==> src/rtl/vga_pkg.sv <==
package vga_pkg;

  // 640x480 at 60 Hz, all in pixels / lines
  localparam int H_DISPLAY = 640;
  localparam int H_FRONT   = 16;
  localparam int H_SYNC    = 96;
  localparam int H_BACK    = 48;
  localparam int H_TOTAL   = H_DISPLAY + H_FRONT + H_SYNC + H_BACK;

  localparam int V_DISPLAY = 480;
  localparam int V_FRONT   = 10;
  localparam int V_SYNC    = 2;
  localparam int V_BACK    = 33;
  localparam int V_TOTAL   = V_DISPLAY + V_FRONT + V_SYNC + V_BACK;

  // 100 MHz clock, 25 MHz pixel rate
  localparam int CLK_PER_PIXEL = 4;
  localparam int PIX_DIV_W     = $clog2(CLK_PER_PIXEL);

  localparam int H_CNT_W = 10;
  localparam int V_CNT_W = 10;

  typedef enum logic [1:0] {
    DISPLAY,
    FRONT,
    SYNC,
    BACK
  } scan_state_e;

endpackage

==> src/rtl/scan_if.sv <==
interface scan_if;

  logic [vga_pkg::H_CNT_W-1:0] hcount;
  logic [vga_pkg::V_CNT_W-1:0] vcount;
  logic                        disp_en;
  logic                        hs;       // active low
  logic                        vs;       // active low

  modport src (
    output hcount, vcount, disp_en, hs, vs
  );

  modport dst (
    input  hcount, vcount, disp_en, hs, vs
  );

endinterface

==> src/rtl/vga_timing.sv <==
module vga_timing (
  input  logic clk_i,
  input  logic arstn_i,
  scan_if.src  scan_o
);

  logic [vga_pkg::PIX_DIV_W-1:0] div_q;
  logic                          strobe;

  logic [vga_pkg::H_CNT_W-1:0] hcount_q;
  logic [vga_pkg::H_CNT_W-1:0] hcount_next;
  logic [vga_pkg::V_CNT_W-1:0] vcount_q;
  logic [vga_pkg::V_CNT_W-1:0] vcount_next;
  logic                        line_end;

  vga_pkg::scan_state_e hstate_q, hstate_next;
  vga_pkg::scan_state_e vstate_q, vstate_next;

  logic disp_en_q;
  logic hs_q;
  logic vs_q;

  // pixel strobe, first one CLK_PER_PIXEL cycles out of reset
  always_ff @(posedge clk_i or negedge arstn_i) begin
    if (!arstn_i) begin
      div_q <= vga_pkg::PIX_DIV_W'(vga_pkg::CLK_PER_PIXEL - 1);
    end else if (strobe) begin
      div_q <= vga_pkg::PIX_DIV_W'(vga_pkg::CLK_PER_PIXEL - 1);
    end else begin
      div_q <= div_q - 1'b1;
    end
  end

  assign strobe = (div_q == '0);

  assign line_end    = (hcount_q == vga_pkg::H_CNT_W'(vga_pkg::H_TOTAL - 1));
  assign hcount_next = line_end ? '0 : hcount_q + 1'b1;
  assign vcount_next = (vcount_q == vga_pkg::V_CNT_W'(vga_pkg::V_TOTAL - 1)) ? '0
                                                                              : vcount_q + 1'b1;

  always_comb begin
    hstate_next = hstate_q;
    unique case (hstate_q)
      vga_pkg::DISPLAY: if (hcount_q == vga_pkg::H_DISPLAY - 1) hstate_next = vga_pkg::FRONT;
      vga_pkg::FRONT: begin
        if (hcount_q == vga_pkg::H_DISPLAY + vga_pkg::H_FRONT - 1) hstate_next = vga_pkg::SYNC;
      end
      vga_pkg::SYNC: begin
        if (hcount_q == vga_pkg::H_TOTAL - vga_pkg::H_BACK - 1) hstate_next = vga_pkg::BACK;
      end
      vga_pkg::BACK:    if (line_end) hstate_next = vga_pkg::DISPLAY;
    endcase
  end

  // vertical phases only move at the end of a line
  always_comb begin
    vstate_next = vstate_q;
    if (line_end) begin
      unique case (vstate_q)
        vga_pkg::DISPLAY: if (vcount_q == vga_pkg::V_DISPLAY - 1) vstate_next = vga_pkg::FRONT;
        vga_pkg::FRONT: begin
          if (vcount_q == vga_pkg::V_DISPLAY + vga_pkg::V_FRONT - 1) vstate_next = vga_pkg::SYNC;
        end
        vga_pkg::SYNC: begin
          if (vcount_q == vga_pkg::V_TOTAL - vga_pkg::V_BACK - 1) vstate_next = vga_pkg::BACK;
        end
        vga_pkg::BACK:    if (vcount_q == vga_pkg::V_TOTAL - 1) vstate_next = vga_pkg::DISPLAY;
      endcase
    end
  end

  always_ff @(posedge clk_i or negedge arstn_i) begin
    if (!arstn_i) begin
      hcount_q  <= '0;
      vcount_q  <= '0;
      hstate_q  <= vga_pkg::DISPLAY;
      vstate_q  <= vga_pkg::DISPLAY;
      disp_en_q <= 1'b0;
      hs_q      <= 1'b1;
      vs_q      <= 1'b1;
    end else if (strobe) begin
      hcount_q  <= hcount_next;
      if (line_end) vcount_q <= vcount_next;
      hstate_q  <= hstate_next;
      vstate_q  <= vstate_next;
      disp_en_q <= (hstate_next == vga_pkg::DISPLAY) && (vstate_next == vga_pkg::DISPLAY);
      hs_q      <= (hstate_next != vga_pkg::SYNC);
      vs_q      <= (vstate_next != vga_pkg::SYNC);
    end
  end

  assign scan_o.hcount  = hcount_q;
  assign scan_o.vcount  = vcount_q;
  assign scan_o.disp_en = disp_en_q;
  assign scan_o.hs      = hs_q;
  assign scan_o.vs      = vs_q;

  a_hcount_range: assert property (@(posedge clk_i) disable iff (!arstn_i)
    hcount_q < vga_pkg::H_CNT_W'(vga_pkg::H_TOTAL));

  a_disp_area: assert property (@(posedge clk_i) disable iff (!arstn_i)
    disp_en_q |-> (hcount_q < vga_pkg::H_DISPLAY) && (vcount_q < vga_pkg::V_DISPLAY));

endmodule

==> src/flat_wrapper.sv <==
// flat-port wrapper written by rule: the top's interface ports become plain ports
module vga_timing_flat 
  (clk_i, arstn_i, scan_o_hcount, scan_o_vcount, scan_o_disp_en, scan_o_hs, scan_o_vs);
  scan_if scan_o_i ();
  input  logic clk_i;
  input  logic arstn_i;
  output wire logic [$bits(scan_o_i.hcount)-1:0] scan_o_hcount;
  output wire logic [$bits(scan_o_i.vcount)-1:0] scan_o_vcount;
  output wire logic [$bits(scan_o_i.disp_en)-1:0] scan_o_disp_en;
  output wire logic [$bits(scan_o_i.hs)-1:0] scan_o_hs;
  output wire logic [$bits(scan_o_i.vs)-1:0] scan_o_vs;
  assign scan_o_hcount = scan_o_i.hcount;
  assign scan_o_vcount = scan_o_i.vcount;
  assign scan_o_disp_en = scan_o_i.disp_en;
  assign scan_o_hs = scan_o_i.hs;
  assign scan_o_vs = scan_o_i.vs;
  vga_timing u_core (.clk_i(clk_i), .arstn_i(arstn_i), .scan_o(scan_o_i));
endmodule
==> config.mk <==
export PLATFORM = sky130hd
export DESIGN_NAME = vga_timing_flat
export DESIGN_NICKNAME = d
export VERILOG_FILES = /design/src/rtl/vga_pkg.sv /design/src/rtl/scan_if.sv /design/src/rtl/vga_timing.sv /design/src/flat_wrapper.sv
export SDC_FILE = /design/constraint.sdc
export NUM_CORES = 1
export LEC_CHECK = 0
export ABC_AREA = 1
export BUFFER_PORTS_ARGS = -buffer_cell sky130_fd_sc_hd__buf_4
export CAP_MARGIN = 20
export CELL_PAD_IN_SITES_DETAIL_PLACEMENT = 1
export CELL_PAD_IN_SITES_GLOBAL_PLACEMENT = 1
export CORE_MARGIN = 1.5
export CORE_UTILIZATION = 41
export DETAILED_ROUTE_END_ITERATION = 7
export PLACE_DENSITY = 0.88
export SKIP_CTS_REPAIR_TIMING = 1
export SYNTH_ARGS = -nofsm -noshare
export SYNTH_HDL_FRONTEND = slang
export SYNTH_SLANG_ARGS = --single-unit
==> constraint.sdc <==
create_clock -name clk_i -period 2.14 [get_ports clk_i]
set_input_delay 0.214 -clock clk_i [delete_from_list [all_inputs] [get_ports clk_i]]
set_output_delay 0.214 -clock clk_i [all_outputs]
set_load 0.02 [all_outputs]
==> impl_metrics.csv <==
group,metric,value,unit
yosys,synth_compound_area_share,6.84,%
critical_path,path_class,"reg2reg",
route,vias,1608,
route,routedWlPerCell,14.6,um
floorplan,num_rows,23,
floorplan,fp.dieW,67.8,um
sta,clock_skew,0.00403,ns
grt,grt-ovfl-total,0,
yosys,postSynth.asyncResetShare,100,%
grt,grt_max_degree,30,
grt,globalRouteTotalUtil,22.5,%
placement,io_buffers,24,
finish,finalNetCount,268,
status,status,"complete, no violations",
yosys,syn_nets,237,
sta,layout_min_cycle_time,1.87,ns
yosys,syn_area,1720,um2
critical_path,cpPeakStageDelay,0.42,ns
yosys,synth_top_area_share,36.4,%
yosys,synth.distinct_cells,27,
yosys,synth_most_common_cell,"nand2_1",
floorplan,start_util,42.7,%
yosys,synth_seq_area_share,42.5,%
power,p_per_area,514,nW/um2
placement,dp_hpwl,3330,um
critical_path,startpoint_type,"flop",
sta,setup_tns,0,ns
yosys,synth_xor_area_share,3.05,%
route,vias_per_cell,5.15,
floorplan,core_area,4030,um2
yosys,netlist.top_cell.by_area,"dfrtp_1",
power,p_leak,1.03,nW
yosys,synthMuxAreaShare,0,%
critical_path,cp_common_cell,"nor2_4",
critical_path,cp_max_fo,9,
cts,clk_latency,0.28,ns
cts,h-tree-depth,2,
yosys,postSynthAreaPerCell,7.48,um2
route,dr.pass1.iters,4,
sta,hold_viol,0,
power,clkPwrFrac,47.3,%
yosys,synth_common_cells,"55 x nand2_1, 33 x inv_1, 25 x dfrtp_1, 25 x nor2_1, 22 x nand3_1",
power,combPwrFrac,1.2,%
yosys,ys_warn_count,0,
power,intPower,841,uW
finish,drive_above_1_share,20.2,%
critical_path,reg2reg_slack,0.27,ns
grt,grt_pass1_vias,1639,
placement,dp_cells,303,
finish,n_antenna_cell,0,
critical_path,crit_chain,"ha_1 -> nand2_1 -> nor2_4 -> nand3_4 -> nor2_8 -> inv_4 -> nor2_4 -> nand2_2 -> nor2_2 -> xor2_1",
yosys,synth_edf_count,0,
cts,cts_tree,"yes",
yosys,synth_area_leaders,"dfrtp_1 36%, nand2_1 12%, inv_1 7.2%",
placement,gp_congestion,0.853,
yosys,synthAdderAreaFrac,3.64,%
grt,antenna_found_initial,0,
sta,final_max_slew_viol_count,0,
critical_path,critPathRequiredTime,2.34,ns
power,sequentialPowerShare,51.4,%
sta,fmax,535,MHz
sta,rsz0062_at_grt,"no",
floorplan,die_area,4590,um2
yosys,synth_top_family_by_area,"simple AND/OR/NAND/NOR gates",
critical_path,cp.arrival,2.07,ns
cts,clockBufferDepth,2,
cts,clock_sinks,29,
cts,clk_pin_slew,0.06,ns
sta,fin_crit_sh,87.3,%
floorplan,fp.dieH,67.8,um
route,drt_iter0_drc,46,
yosys,synth-simple-area-share,35.5,%
cts,cts_buffers,5,
floorplan,io_pins,25,
route,detail-route-antenna-nets,0,
yosys,synth_cells,230,
critical_path,end_kind,"flop",
job,max_cap_violations,0,
power,vdd_drop_max,0.287,mV
route,finalWirelength,4570,um
route,drc,0,
sta,setup_viol_count_final,0,
min_path,min_path_type,"in2async",
finish,stdcell_count,312,
grt,grt_first_pass_wirelength,7740,um
power,p_sw,225,uW
sta,relSlewSlack,74.5,%
sta,max_slew.worst_pin.slew,0.382,ns
cts,root_buffer,"clkbuf_8",
yosys,ys_ff_latch,29,
yosys,ys.flop_type,"dfrtp_1",
finish,area_growth,20.7,%
power,switching_share,21.1,%
critical_path,worst_path_max_delay_cell,"dfrtp_1",
## layout make-up
type | count | area (um2)
Sequential cell | 29 | 731
Timing Repair Buffer | 26 | 198
Fill cell | 537 | 1950
Tap cell | 50 | 62.6
Clock inverter | 1 | 5.00
Clock buffer | 7 | 96.3
Multi-Input combinational cell | 163 | 846
Inverter | 36 | 138
## cells by family after synthesis
logic type,after synthesis
simple gates,130
xor+xnor,6
buf+inv,38
compound gates,22
fa+ha+maj,5
flops,29
## through the flow
stage | instance area, um2 | hold slack [ns] | total power [mW] | setup slack [ns] | utilization [%]
5_1_grt | 2080 | 0.453 | 1.10 | 0.0135 | 51.5
2_1_floorplan | 1720 | -0.0816 | 0.559 | 0.412 | -
3_3_place_gp | 1960 | 0.171 | 0.572 | 0.347 | 48.7
3_5_place_dp | 1960 | 0.172 | 0.572 | 0.318 | 48.7
6_report | 2080 | 0.400 | 1.07 | 0.272 | 51.5
4_1_cts | 2060 | -0.129 | 1.08 | 0.254 | 51.2
## power by group through the flow
| stage | clock, mW | combinational [mW] | sequential (mW) |
|---|---|---|---|
| after global placement | 0 | 0.0132 | 0.558 |
| final | 0.505 | 0.0133 | 0.549 |
| after floorplan | 0 | 0.000000486 | 0.559 |
| after global routing | 0.535 | 0.0160 | 0.548 |
| after detailed placement | 0 | 0.0133 | 0.558 |
| after CTS | 0.514 | 0.0133 | 0.549 |
## critical path: cells and delay by family, from the launching register on
kind | cells | cell delay, ns
simple gates | 7 | 0.90
flops | 1 | 0.42
buf+inv | 1 | 0.10
fa+ha+maj | 1 | 0.22
xor+xnor | 1 | 0.16
## metal layers
| layer | part of all wire (%) | wire, um | track usage (%) |
|---|---|---|---|
| met1 | 44 | 2030 | 28.2 |
| met2 | 51 | 2350 | 39.0 |
| met3 | 2.7 | 124 | 5.17 |
| met4 | 1.5 | 68 | 6.00 |
| met5 | 0 | 0 | 0 |
## state kept, by name (all words and copies together) (netlist names)
name	count
u_core.scan_o.hs	1
u_core.div_q	2
u_core.scan_o.vs	1
u_core.scan_o.disp_en	1
u_core.hstate_q	2
u_core.scan_o.hcount	10
u_core.scan_o.vcount	10
u_core.vstate_q	2
## layout by cell type, fill, tap and decap left out
cell type,netlist,routed
inv_2,2,2
or2_0,1,1
nand4_1,4,4
dfrtp_1,25,25
nor2_2,3,3
nor2_1,25,25
nor2_4,3,3
nor2_8,1,1
buf_4,0,25
xnor2_1,1,1
nand2_1,55,55
ha_1,5,4
o21ai_0,10,10
nand3_1,22,22
nor3_1,12,12
nand2_2,3,3
inv_1,33,33
dlygate4sd3_1,0,1
clkinv_2,0,1
a31o_2,1,1
clkbuf_8,0,7
xor2_1,5,5
a21oi_1,8,8
dfstp_2,4,4
o21bai_1,1,1
inv_4,1,1
o21ai_1,1,1
nand3_4,1,1
a31oi_1,1,1
ha_2,0,1
## worst paths after layout
| path | from | end | cells past startpoint |
|---|---|---|---|
| min in group clk_i | u_core.div_q[0]$_DFF_PN1_ | u_core.div_q[0]$_DFF_PN1_ | 1 |
| worst min register to register | u_core.div_q[0]$_DFF_PN1_ | u_core.div_q[0]$_DFF_PN1_ | 1 |
| max in group asynchronous | arstn_i | u_core.div_q[0]$_DFF_PN1_ | 2 |
| worst max register to register | u_core.scan_o.hcount[0]$_DFFE_PN0P_ | u_core.scan_o.vcount[8]$_DFFE_PN0P_ | 10 |
| worst min-delay path | arstn_i | u_core.scan_o.hcount[8]$_DFFE_PN0P_ | 2 |
| worst max-delay path | u_core.scan_o.hcount[0]$_DFFE_PN0P_ | u_core.scan_o.vcount[8]$_DFFE_PN0P_ | 10 |
Power figures use the tool's default switching activity.
